--- src/hw/armPkg.sv ---
/*
 * Shared definitions for the single-cycle ARMv4 subset core
 * Word and field types, flag and control structs, and the
 * instruction field encodings used by the decoder and datapath
 */
`default_nettype none

package armPkg;

   typedef logic [31:0] word_t;      // Data word, address or instruction
   typedef logic [3:0]  regAddr_t;   // Register number
   typedef logic [3:0]  cond_t;      // Condition field Instr[31:28]
   typedef logic [1:0]  aluCtrl_t;   // ALU operation select
   typedef logic [1:0]  immSrc_t;    // Immediate format select

   // ALU status outputs, same order as CPSR N Z C V
   typedef struct packed {
      logic neg;
      logic zero;
      logic carry;
      logic overflow;
   } aluFlags_t;

   typedef struct packed {
      logic nz;                      // Enable for N and Z
      logic cv;                      // Enable for C and V
   } flagWrite_t;

   // Decoded controls, before condition gating
   typedef struct packed {
      logic       regSrcB;           // 1 selects rd as read port 2 (stores)
      logic       regSrcA;           // 1 selects R15 as read port 1 (branch)
      immSrc_t    immSrc;
      logic       aluSrc;            // 1 selects extended immediate
      logic       memToReg;          // Load data to rd
      aluCtrl_t   aluCtrl;
      logic       regW;
      logic       memW;
      logic       branch;
      logic       memStrobe;
      flagWrite_t flagW;
   } ctrl_t;

   // Op field Instr[27:26]
   localparam logic [1:0] opDataProc = 2'b00;
   localparam logic [1:0] opMemory   = 2'b01;
   localparam logic [1:0] opBranch   = 2'b10;

   // Command field Instr[24:21]
   localparam logic [3:0] cmdAnd = 4'b0000;
   localparam logic [3:0] cmdSub = 4'b0010;
   localparam logic [3:0] cmdAdd = 4'b0100;
   localparam logic [3:0] cmdOrr = 4'b1100;

   localparam aluCtrl_t aluAdd = 2'b00;
   localparam aluCtrl_t aluSub = 2'b01;
   localparam aluCtrl_t aluAnd = 2'b10;
   localparam aluCtrl_t aluOrr = 2'b11;

   localparam immSrc_t immByte     = 2'b00;   // imm8, zero extended
   localparam immSrc_t immOffset12 = 2'b01;   // imm12, zero extended
   localparam immSrc_t immBranch24 = 2'b10;   // imm24, sign extended, x4

   // Condition codes
   localparam cond_t condEq = 4'h0;
   localparam cond_t condNe = 4'h1;
   localparam cond_t condCs = 4'h2;
   localparam cond_t condCc = 4'h3;
   localparam cond_t condMi = 4'h4;
   localparam cond_t condPl = 4'h5;
   localparam cond_t condVs = 4'h6;
   localparam cond_t condVc = 4'h7;
   localparam cond_t condHi = 4'h8;
   localparam cond_t condLs = 4'h9;
   localparam cond_t condGe = 4'hA;
   localparam cond_t condLt = 4'hB;
   localparam cond_t condGt = 4'hC;
   localparam cond_t condLe = 4'hD;
   localparam cond_t condAl = 4'hE;

   localparam regAddr_t pcReg = 4'hF;

endpackage

`default_nettype wire

--- src/hw/alu.sv ---
/*
 * ALU: add, subtract, AND, OR
 * One 33-bit adder with conditionally inverted b; NZCV out,
 * C and V forced to zero for logic operations
 */
`timescale 1ns/1ps
`default_nettype none

module alu (
   input  wire armPkg::word_t    a,
   input  wire armPkg::word_t    b,
   input  wire armPkg::aluCtrl_t aluCtrl,
   output armPkg::word_t         y,
   output armPkg::aluFlags_t     flags
);

   logic          isSub;
   logic          isArith;
   armPkg::word_t bIn;
   logic [32:0]   sum;

   assign isSub   = (aluCtrl == armPkg::aluSub);
   assign isArith = (aluCtrl == armPkg::aluAdd) || isSub;
   assign bIn     = isSub ? ~b : b;
   assign sum     = {1'b0, a} + {1'b0, bIn} + {32'b0, isSub};  // a - b = a + ~b + 1

   always_comb
   begin
      case (aluCtrl)
         armPkg::aluAnd: y = a & b;
         armPkg::aluOrr: y = a | b;
         default:        y = sum[31:0];
      endcase
   end

   assign flags.neg   = y[31];
   assign flags.zero  = (y == '0);
   assign flags.carry = isArith & sum[32];   // ARM carry, no-borrow on SUB
   // Operands of equal sign (after inversion) with a different result sign
   assign flags.overflow = isArith & ~(a[31] ^ b[31] ^ isSub) & (a[31] ^ sum[31]);

endmodule

`default_nettype wire

--- src/hw/regFile.sv ---
/*
 * Register file, R0 to R14
 * Two combinational reads, one write on the clock edge;
 * reads of register 15 return the supplied PC+8
 */
`timescale 1ns/1ps
`default_nettype none

module regFile (
   input  wire logic             clk,
   input  wire logic             reset,
   input  wire logic             we,
   input  wire armPkg::regAddr_t ra1,
   input  wire armPkg::regAddr_t ra2,
   input  wire armPkg::regAddr_t wa,
   input  wire armPkg::word_t    wd,
   input  wire armPkg::word_t    r15,
   output armPkg::word_t         rd1,
   output armPkg::word_t         rd2
);

   armPkg::word_t regs [0:14];

   always_ff @(posedge clk or posedge reset)
   begin
      if (reset)
      begin
         for (int i = 0; i < 15; i++)
            regs[i] <= '0;                 // Known start state
      end
      else if (we && (wa != armPkg::pcReg))
         regs[wa] <= wd;
   end

   assign rd1 = (ra1 == armPkg::pcReg) ? r15 : regs[ra1];
   assign rd2 = (ra2 == armPkg::pcReg) ? r15 : regs[ra2];

endmodule

`default_nettype wire

--- src/hw/execPath.sv ---
/*
 * Execute datapath
 * Read address select, immediate extension, ALU operand and
 * result select; result is written back to rd and used as branch target
 */
`timescale 1ns/1ps
`default_nettype none

module execPath (
   input  wire logic          clk,
   input  wire logic          reset,
   input  wire armPkg::word_t instr,
   input  wire armPkg::ctrl_t ctrl,
   input  wire logic          regWrite,    // Already condition gated
   input  wire armPkg::word_t ReadData,
   input  wire armPkg::word_t pcPlus8,
   output armPkg::word_t      aluResult,
   output armPkg::word_t      writeData,
   output armPkg::word_t      result,
   output armPkg::aluFlags_t  aluFlags
);

   armPkg::regAddr_t ra1;
   armPkg::regAddr_t ra2;
   armPkg::word_t    srcA;
   armPkg::word_t    srcB;
   armPkg::word_t    extImm;

   assign ra1 = ctrl.regSrcA ? armPkg::pcReg : instr[19:16];  // rn or R15
   assign ra2 = ctrl.regSrcB ? instr[15:12] : instr[3:0];     // rd or rm

   regFile registers (
      .clk   (clk),
      .reset (reset),
      .we    (regWrite),
      .ra1   (ra1),
      .ra2   (ra2),
      .wa    (instr[15:12]),
      .wd    (result),
      .r15   (pcPlus8),
      .rd1   (srcA),
      .rd2   (writeData)                   // Also the store data
   );

   always_comb
   begin
      case (ctrl.immSrc)
         armPkg::immByte:     extImm = {24'b0, instr[7:0]};
         armPkg::immOffset12: extImm = {20'b0, instr[11:0]};
         armPkg::immBranch24: extImm = {{6{instr[23]}}, instr[23:0], 2'b00};
         default:             extImm = '0;
      endcase
   end

   assign srcB = ctrl.aluSrc ? extImm : writeData;

   alu arith (
      .a       (srcA),
      .b       (srcB),
      .aluCtrl (ctrl.aluCtrl),
      .y       (aluResult),
      .flags   (aluFlags)
   );

   assign result = ctrl.memToReg ? ReadData : aluResult;  // Load or ALU

endmodule

`default_nettype wire

--- src/hw/pcUnit.sv ---
/*
 * Program counter unit
 * PC register with PCReady enable, next-PC select and PC+4/PC+8
 */
`timescale 1ns/1ps
`default_nettype none

module pcUnit #(
   parameter armPkg::word_t resetPc = '0
) (
   input  wire logic          clk,
   input  wire logic          reset,
   input  wire logic          PCReady,
   input  wire logic          pcSrc,       // Taken branch
   input  wire armPkg::word_t result,      // Branch target from datapath
   output armPkg::word_t      PC,
   output armPkg::word_t      pcPlus4,
   output armPkg::word_t      pcPlus8
);

   armPkg::word_t pcNext;

   assign pcPlus4 = PC + 32'd4;
   assign pcPlus8 = PC + 32'd8;            // What R15 reads as
   assign pcNext  = pcSrc ? result : pcPlus4;

   always_ff @(posedge clk or posedge reset)
   begin
      if (reset)
         PC <= resetPc;
      else if (PCReady)                    // Stall holds the PC
         PC <= pcNext;
   end

endmodule

`default_nettype wire

--- src/hw/condUnit.sv ---
/*
 * Condition unit
 * Holds NZCV, checks the condition field against it and gates
 * register, memory, flag and branch writes; PCReady low blocks commits
 */
`timescale 1ns/1ps
`default_nettype none

module condUnit (
   input  wire logic              clk,
   input  wire logic              reset,
   input  wire armPkg::cond_t     cond,
   input  wire armPkg::ctrl_t     ctrl,
   input  wire armPkg::aluFlags_t aluFlags,
   input  wire logic              PCReady,
   output logic                   regWrite,
   output logic                   memWrite,
   output logic                   pcSrc
);

   armPkg::aluFlags_t  flags;        // Stored NZCV
   armPkg::flagWrite_t flagWrite;
   logic               condEx;
   logic               commit;
   logic               ge;

   // Two halves with separate enables
   always_ff @(posedge clk or posedge reset)
   begin
      if (reset)
         flags <= '0;
      else
      begin
         if (flagWrite.nz)
         begin
            flags.neg  <= aluFlags.neg;
            flags.zero <= aluFlags.zero;
         end
         if (flagWrite.cv)
         begin
            flags.carry    <= aluFlags.carry;
            flags.overflow <= aluFlags.overflow;
         end
      end
   end

   assign ge = (flags.neg == flags.overflow);

   always_comb
   begin
      case (cond)
         armPkg::condEq: condEx = flags.zero;
         armPkg::condNe: condEx = !flags.zero;
         armPkg::condCs: condEx = flags.carry;
         armPkg::condCc: condEx = !flags.carry;
         armPkg::condMi: condEx = flags.neg;
         armPkg::condPl: condEx = !flags.neg;
         armPkg::condVs: condEx = flags.overflow;
         armPkg::condVc: condEx = !flags.overflow;
         armPkg::condHi: condEx = flags.carry && !flags.zero;
         armPkg::condLs: condEx = !flags.carry || flags.zero;
         armPkg::condGe: condEx = ge;
         armPkg::condLt: condEx = !ge;
         armPkg::condGt: condEx = !flags.zero && ge;
         armPkg::condLe: condEx = flags.zero || !ge;
         armPkg::condAl: condEx = 1'b1;
         default:        condEx = 1'b0;    // 1111 space, treated as no-op
      endcase
   end

   // Passed condition, not stalled and not in reset
   assign commit = condEx & PCReady & ~reset;

   assign flagWrite = ctrl.flagW & {2{commit}};
   assign regWrite  = ctrl.regW & commit;
   assign memWrite  = ctrl.memW & commit;  // Held low during stall and reset
   assign pcSrc     = ctrl.branch & condEx; // PC enable handles the stall

endmodule

`default_nettype wire

--- src/hw/instrDecoder.sv ---
/*
 * Instruction decoder
 * Main decode of the op field plus ALU decode of the command field;
 * anything outside the supported subset decodes as a no-op
 */
`timescale 1ns/1ps
`default_nettype none

module instrDecoder (
   input  wire armPkg::word_t instr,
   output armPkg::ctrl_t      ctrl
);

   logic [1:0]       op;
   logic [5:0]       funct;
   logic [3:0]       cmd;
   armPkg::regAddr_t rd;
   armPkg::aluCtrl_t dpAlu;
   logic             cmdValid;
   logic             isArith;

   assign op    = instr[27:26];
   assign funct = instr[25:20];       // I, cmd, S
   assign cmd   = funct[4:1];
   assign rd    = instr[15:12];

   // ALU decode for data processing
   always_comb
   begin
      cmdValid = 1'b1;
      case (cmd)
         armPkg::cmdAdd: dpAlu = armPkg::aluAdd;
         armPkg::cmdSub: dpAlu = armPkg::aluSub;
         armPkg::cmdAnd: dpAlu = armPkg::aluAnd;
         armPkg::cmdOrr: dpAlu = armPkg::aluOrr;
         default:
         begin
            dpAlu    = armPkg::aluAdd;
            cmdValid = 1'b0;          // CMP, ADC, shifts etc. unsupported
         end
      endcase
   end

   // C and V only meaningful for ADD/SUB
   assign isArith = (dpAlu == armPkg::aluAdd) || (dpAlu == armPkg::aluSub);

   always_comb
   begin
      ctrl = '0;                      // No-op by default
      case (op)
         armPkg::opDataProc:
         if (cmdValid)
         begin
            ctrl.immSrc   = armPkg::immByte;
            ctrl.aluSrc   = funct[5];     // I bit
            ctrl.aluCtrl  = dpAlu;
            ctrl.regW     = 1'b1;
            ctrl.flagW.nz = funct[0];     // S bit
            ctrl.flagW.cv = funct[0] & isArith;
         end
         armPkg::opMemory:
         if (!funct[5])                   // Immediate offset form only
         begin
            ctrl.immSrc    = armPkg::immOffset12;
            ctrl.aluSrc    = 1'b1;
            ctrl.aluCtrl   = armPkg::aluAdd;  // rn + imm12
            ctrl.memStrobe = 1'b1;
            if (funct[0])                 // L bit, LDR
            begin
               ctrl.memToReg = 1'b1;
               ctrl.regW     = 1'b1;
            end
            else
            begin
               ctrl.regSrcB = 1'b1;       // Store data from rd
               ctrl.memW    = 1'b1;
            end
         end
         armPkg::opBranch:
         if (funct[5] && !funct[4])       // B only, BL dropped
         begin
            ctrl.regSrcA = 1'b1;          // Base is R15 = PC+8
            ctrl.immSrc  = armPkg::immBranch24;
            ctrl.aluSrc  = 1'b1;
            ctrl.aluCtrl = armPkg::aluAdd;
            ctrl.branch  = 1'b1;
         end
         default: ctrl = '0;
      endcase
      if (rd == armPkg::pcReg)
         ctrl.regW = 1'b0;                // Writes to R15 are ignored
   end

endmodule

`default_nettype wire

--- src/hw/armCore.sv ---
/*
 * Single-cycle ARMv4 subset core
 * Decoder, condition unit, PC unit and datapath wired together;
 * memory outputs settle in the cycle the instruction is presented
 */
`timescale 1ns/1ps
`default_nettype none

module armCore #(
   parameter armPkg::word_t resetPc = '0
) (
   input  wire logic          clk,
   input  wire logic          reset,
   output armPkg::word_t      PC,
   input  wire armPkg::word_t Instr,
   input  wire armPkg::word_t ReadData,
   input  wire logic          PCReady,       // High commits this cycle
   output armPkg::word_t      ALUResult,
   output armPkg::word_t      WriteData,
   output logic               MemWrite,
   output logic               MemStrobe
);

   armPkg::ctrl_t     ctrl;
   armPkg::aluFlags_t aluFlags;
   armPkg::word_t     result;
   armPkg::word_t     pcPlus8;
   logic              regWrite;
   logic              pcSrc;

   instrDecoder decoder (
      .instr (Instr),
      .ctrl  (ctrl)
   );

   condUnit conditions (
      .clk      (clk),
      .reset    (reset),
      .cond     (Instr[31:28]),
      .ctrl     (ctrl),
      .aluFlags (aluFlags),
      .PCReady  (PCReady),
      .regWrite (regWrite),
      .memWrite (MemWrite),
      .pcSrc    (pcSrc)
   );

   pcUnit #(
      .resetPc (resetPc)
   ) programCounter (
      .clk     (clk),
      .reset   (reset),
      .PCReady (PCReady),
      .pcSrc   (pcSrc),
      .result  (result),
      .PC      (PC),
      .pcPlus4 (),                        // Only needed inside the PC unit
      .pcPlus8 (pcPlus8)
   );

   execPath datapath (
      .clk       (clk),
      .reset     (reset),
      .instr     (Instr),
      .ctrl      (ctrl),
      .regWrite  (regWrite),
      .ReadData  (ReadData),
      .pcPlus8   (pcPlus8),
      .aluResult (ALUResult),
      .writeData (WriteData),
      .result    (result),
      .aluFlags  (aluFlags)
   );

   assign MemStrobe = ctrl.memStrobe;     // Any LDR/STR, before condition

endmodule

`default_nettype wire

--- config.mk ---
export PLATFORM = sky130hd
export DESIGN_NAME = armCore
export DESIGN_NICKNAME = d
export VERILOG_FILES = /design/src/hw/armPkg.sv /design/src/hw/alu.sv /design/src/hw/regFile.sv /design/src/hw/execPath.sv /design/src/hw/pcUnit.sv /design/src/hw/condUnit.sv /design/src/hw/instrDecoder.sv /design/src/hw/armCore.sv
export SDC_FILE = /design/constraint.sdc
export NUM_CORES = 2
export LEC_CHECK = 0
export BUFFER_PORTS_ARGS = -buffer_cell sky130_fd_sc_hd__buf_2
export CORE_MARGIN = 2
export CORE_UTILIZATION = 30
export CTS_CLUSTER_DIAMETER = 120
export DETAILED_ROUTE_END_ITERATION = 6
export SLEW_MARGIN = 10
export SYNTH_ARGS = -nofsm -noshare
export SYNTH_HDL_FRONTEND = slang
export SYNTH_HIERARCHICAL = 1
export SYNTH_SLANG_ARGS = --single-unit
--- constraint.sdc ---
create_clock -name clk -period 14.7 [get_ports clk]
set_input_delay 2.205 -clock clk [delete_from_list [all_inputs] [get_ports clk]]
set_output_delay 2.205 -clock clk [all_outputs]
set_load 0.01 [all_outputs]
# [Word-level counts from Yosys, hierarchy flattened]
# Cells that the tools add are included.
[totals] reg_bits=516
[op_classes] magnitude_cmp=4 eq_ne=30 add_sub_neg=4 bitwise=21 n_mux=43 reduce_logical=23
[ops] op="$bwmux W480" n=1
[ops] op="$mux W32" n=11
[ops] op="$bmux W32 S4" n=2
[ops] op="$demux W32 S4" n=1
[ops] op="$pmux W32 S3" n=1
[ops] op="$pmux W32 S2" n=1
[ops] op="$eq A4 B4 Y1 const B" n=11
[ops] op="$add A32 B32 Y33" n=1
[ops] op="$add A33 B1 Y33" n=1
[ops] op="$add A32 B3 Y32 const B" n=1
[ops] op="$add A32 B4 Y32 const B" n=1
[ops] op="$and A32 B32 Y32" n=1
[ops] op="$logic_not A32 Y1" n=1
[ops] op="$not A32 Y32" n=1
[ops] op="$or A32 B32 Y32" n=1
[ops] op="$eq A4 B3 Y1 const B" n=5
[ops] op="$ge A5 B5 Y1 const B" n=3
[ops] op="$not A4 Y5" n=3
[ops] op="$pmux W1 S15" n=1
[ops] op="$mux W1" n=14
[ops] op="$eq A4 B2 Y1 const B" n=3
[ops] op="$mux W4" n=3
[ops] op="$and A1 B1 Y1" n=9
[ops] op="$pmux W3 S3" n=1
[ops] op="21 further kinds" n=47

# [Depth between registers and ports, before layout]
[logic_depth] depth_word=17 mapped_depth=29 depth_no_buf=25

# [Cells and area by module]
# Netlist, hierarchy kept.
[modules_own_cells] mod="regFile" cells_each=1805 n_inst=1 area_each_um2=26081.3
[modules_own_cells] mod="pcUnit" cells_each=381 n_inst=1 area_each_um2=3160.5
[modules_own_cells] mod="alu" cells_each=428 n_inst=1 area_each_um2=2959.1
[modules_own_cells] mod="execPath" cells_each=152 n_inst=1 area_each_um2=1208.7
[modules_own_cells] mod="condUnit" cells_each=54 n_inst=1 area_each_um2=454.2
[modules_own_cells] mod="instrDecoder" cells_each=22 n_inst=1 area_each_um2=185.2

# [Worst setup path before layout]
# OpenSTA, ideal clock, no wires.
[synth_timing] path_type="input port to output port" from="input port Instr[25]" to="output port ALUResult[24]" slack_ns=5.211 arrival_time_ns=7.284 stages=23 cell_sequence="nor3b_1 > nor2b_1 > buf_4 > mux2_2 > buf_2 > buf_6 > buf_4 > mux4_2 > mux2i_1 > o22ai_1 > inv_1 > o21ai_0 > a21oi_1 > fa_1 > and2b_1 > o2111ai_2 > a211oi_2 > nor3_1 > o31ai_1 > a21o_1 > a311oi_1 > xor2_1 > o21ai_0"
[synth_rtl] item="start, declared" line_no="armCore.sv:15" text="input wire armPkg::word_t Instr,"
[synth_rtl] item="end, declared" line_no="armCore.sv:18" text="output armPkg::word_t ALUResult,"

# [Worst setup path after layout]
[layout_timing] from="input port Instr[25]" to="output port ALUResult[25]"
[layout_via] elab_chain_cells=14 word_cells_on_any_way=34 classes_between="add/sub (2); eq/ne (4); mux (21); bitwise (5); reduce/logical (2)"
[layout_rtl] item="$mux W1 (*)" line_no="instrDecoder.sv:62" text="if (!funct[5])"
[layout_rtl] item="$mux W1 (*)" line_no="instrDecoder.sv:50" text="case (op)"
[layout_rtl] item="$mux W4 (*)" line_no="execPath.sv:30" text="assign ra2 = ctrl.regSrcB ? instr[15:12] : instr[3:0];"
[layout_rtl] item="net datapath.ra2[2]" line_no="execPath.sv:24" text="armPkg::regAddr_t ra2;"
[layout_rtl] item="$not A4 Y5 (not written as such)" line_no="regFile.sv:36" text="assign rd2 = (ra2 == armPkg::pcReg) ? r15 : regs[ra2];"
[layout_rtl] item="$bmux W32 S4" line_no="regFile.sv:36"
[layout_rtl] item="$mux W32 (not written as such) (2 in a row)" line_no="regFile.sv:36"
[layout_rtl] item="$mux W32 (*)" line_no="regFile.sv:36"
[layout_rtl] item="$mux W32 (*)" line_no="execPath.sv:55" text="assign srcB = ctrl.aluSrc ? extImm : writeData;"
[layout_rtl] item="net datapath.srcB[2]" line_no="execPath.sv:26" text="armPkg::word_t srcB;"
[layout_rtl] item="$not A32 Y32" line_no="alu.sv:24" text="assign bIn = isSub ? ~b : b;"
[layout_rtl] item="$mux W32 (*)" line_no="alu.sv:24"
[layout_rtl] item="$add A32 B32 Y33 (*)" line_no="alu.sv:25" text="assign sum = {1'b0, a} + {1'b0, bIn} + {32'b0, isSub};"
[layout_rtl] item="$add A33 B1 Y33 (*)" line_no="alu.sv:25"
[layout_rtl] item="$pmux W32 S2 (*)" line_no="alu.sv:29" text="case (aluCtrl)"
# The timed path passes the listed nets; every way through them passes the cells marked *. The select of a mux whose other input is x is not followed.

==> flow_metrics.tcl <==
set metrics [dict create \
    core_um2 112000 \
    worst_pin_slew_ns 1.238 \
    clock_latency_ns 0.65 \
    post_cts_buffers 0 \
    p_int_uw 2706 \
    io_pins 165 \
    vias 24820 \
    antenna_found_initial 5 \
    hold_viol_final 0 \
    peakVddDrop_mv 0.09126 \
    post-dp-hpwl_mm 74.80 \
    post_drt_wl_per_cell_um 26.05 \
    cp_cell_sequence "buf_2, nor3b_1, nor2b_1, mux2_4, nand4_1, buf_4, o21ai_0, o22ai_1, nor2_1, a31oi_1, xnor2_1, ha_1, o211ai_1, a2111oi_0, a22oi_1, o31ai_1, a21boi_1, o31a_1, xor2_1, o21ai_0, buf_2" \
    crit_arrival_ns 9.16 \
    crit_type "input port to primary output" \
    clkTransAtPathRegs_ns 0.06 \
    stdcell_area_um2 37690 \
    placed_area_um2 35590 \
    cts_root_buf "clkbuf_16" \
    cp_max_fo 53 \
    viasPerCell 5.703 \
    drive_gt1_frac 0.3874 \
    final_nets 2915 \
    syn-num-nets 2915 \
    finalSetupViolations 0 \
    route.detailed.drc 0 \
    die_w_um 339.5 \
    drt_first_pass_iters 6 \
    cts.sinks 516 \
    power_frac_clock 0.408 \
    worstHoldPathType "register to register" \
    startpoint_type "input port" \
    ctsHoldBuffers 0 \
    start_util 0.3014 \
    cts_buffers 54 \
    chipHeight_um 339.5 \
    grtUsageTotal 0.1927 \
    synth.cell_area_um2 33770 \
    first_global_vias 24410 \
    setup_tns_ns 0 \
    slew_headroom 0.1728 \
    clock_path_buffers 3 \
    finalCritPeriodShare 0.7729 \
    max_freq_mhz 88.02 \
    power_density_nw_per_um2 104.9 \
    final_util 0.3364 \
    syn_inst 2807 \
    fp.dieArea_um2 115300 \
    overflow 0 \
    diodes 0 \
    clock-skew-final_ns 0.03769 \
    fp-row-count 123 \
    power_switching_share 0.3153 \
    cts_tree "built" \
    p_leak_uw 0.01686 \
    syn_area_per_cell_um2 12.03 \
    p_seq_frac 0.386 \
    drt_iter0_drc 2403 \
    timing.critical_path.to_type "primary output" \
    holdWs_ns 0.5156 \
    grt_pass1_wl_mm 168.5 \
    maxCapViolations 0 \
    area_growth_pct 11.60 \
    rsz0062_at_grt "no" \
    combinationalPowerShare 0.207 \
    cp_slowest_cell "mux2_4" \
    grt_max_degree 165 \
    fillers 11180 \
    ff2ff_setup_slack_ns 7.16 \
    finalCriticalPeriod_ns 11.36 \
    synth_warnings 6 \
    htreeDepth 2 \
    cts.repair.resized 0 \
    slew_violations 0 \
    crit_required_ns 12.49 \
    status "finished, final reports clean" \
    drt-total-wl_mm 113.4 \
    gp_congestion 0.9670 \
    max_stage_delay_ns 0.93 \
    io_buffer_count 164 \
    drtAntennaViolNets 0 \
    p_switching_uw 1246 \
]
## critical path: cells and delay by family
kind / cells / cell delay, ns
fa+ha+maj: 1 / 0.35
mux: 1 / 0.93
simple gates: 4 / 1.75
buf+inv: 3 / 0.82
xor+xnor: 2 / 0.37
compound gates: 10 / 2.67
## power groups by stage
stage	clock, uW	combinational (uW)	sequential, uW
finish	1610	816	1520
floorplan	0	545	1510
global route	1700	863	1530
detailed placement	0	801	1550
CTS	1640	804	1520
global placement	0	802	1550
## cell usage in the layout (no fill, tap or decap), types with 16 or more instances in the layout
cell type / count
clkbuf_16: 54
inv_1: 73
mux2_4: 31
nor2_1: 99
o221ai_1: 26
mux4_2: 205
mux2_2: 488
nand2b_1: 21
nor2b_1: 24
buf_2: 164
nor3_1: 17
a211oi_1: 16
a21o_1: 37
a21oi_1: 58
xnor2_1: 59
o211ai_1: 31
buf_4: 46
dfrtp_1: 516
o21ai_0: 114
o22ai_1: 69
nand4_1: 30
mux2i_1: 89
mux2_1: 20
maj3_1: 25
nand3_1: 29
xor2_1: 27
nand2_1: 135
ha_1: 40
## metal layers
| metal | global-route usage | vias up | part of all wire |
|---|---|---|---|
| li1 | - | 10590 | - |
| met1 | 0.2632 | 12950 | 0.42 |
| met2 | 0.3060 | 1058 | 0.46 |
| met3 | 0.03259 | 211 | 0.079 |
| met4 | 0.07301 | 4 | 0.040 |
| met5 | 0 | - | 0.00018 |
## registers in the layout, summed over array words and instances (netlist names)
signal / count
conditions/flags: 4
programCounter/PC: 32
datapath/registers/regs: 480
## path summary, 6_finish.rpt
path                                                   start  cells after the start                      endpoint
max in group asynchronous                              reset                      4   datapath/registers/regs[15]
worst min register to register  datapath/registers/regs[334]                      1  datapath/registers/regs[334]
min in group asynchronous                              reset                      2           conditions/flags[3]
worst min-delay path            datapath/registers/regs[334]                      1  datapath/registers/regs[334]
worst max register to register          programCounter/PC[5]                     19           conditions/flags[2]
worst max-delay path                               Instr[25]                     21                 ALUResult[25]
## stage by stage
step                power [uW]  setup WS [ns]  instances
finish                    3953          3.339       4352
detailed placement        2351          3.474       4251
floorplan                 2057          5.211       2807
global route              4093          2.934       4352
CTS                       3967          3.462       4352
global placement          2351          3.547       4251
## area by class of cell
class,count,area [um2],area share
Clock buffer,75,1580,0.04193
Clock inverter,26,518.0,0.01374
Inverter,75,285.3,0.007568
Multi-Input combinational cell,1947,19290,0.5119
Sequential cell,516,12910,0.3426
Tap cell,1500,1877,0.04979
Timing Repair Buffer,213,1226,0.03253
Note: power is estimated with default switching activity, not from simulation.
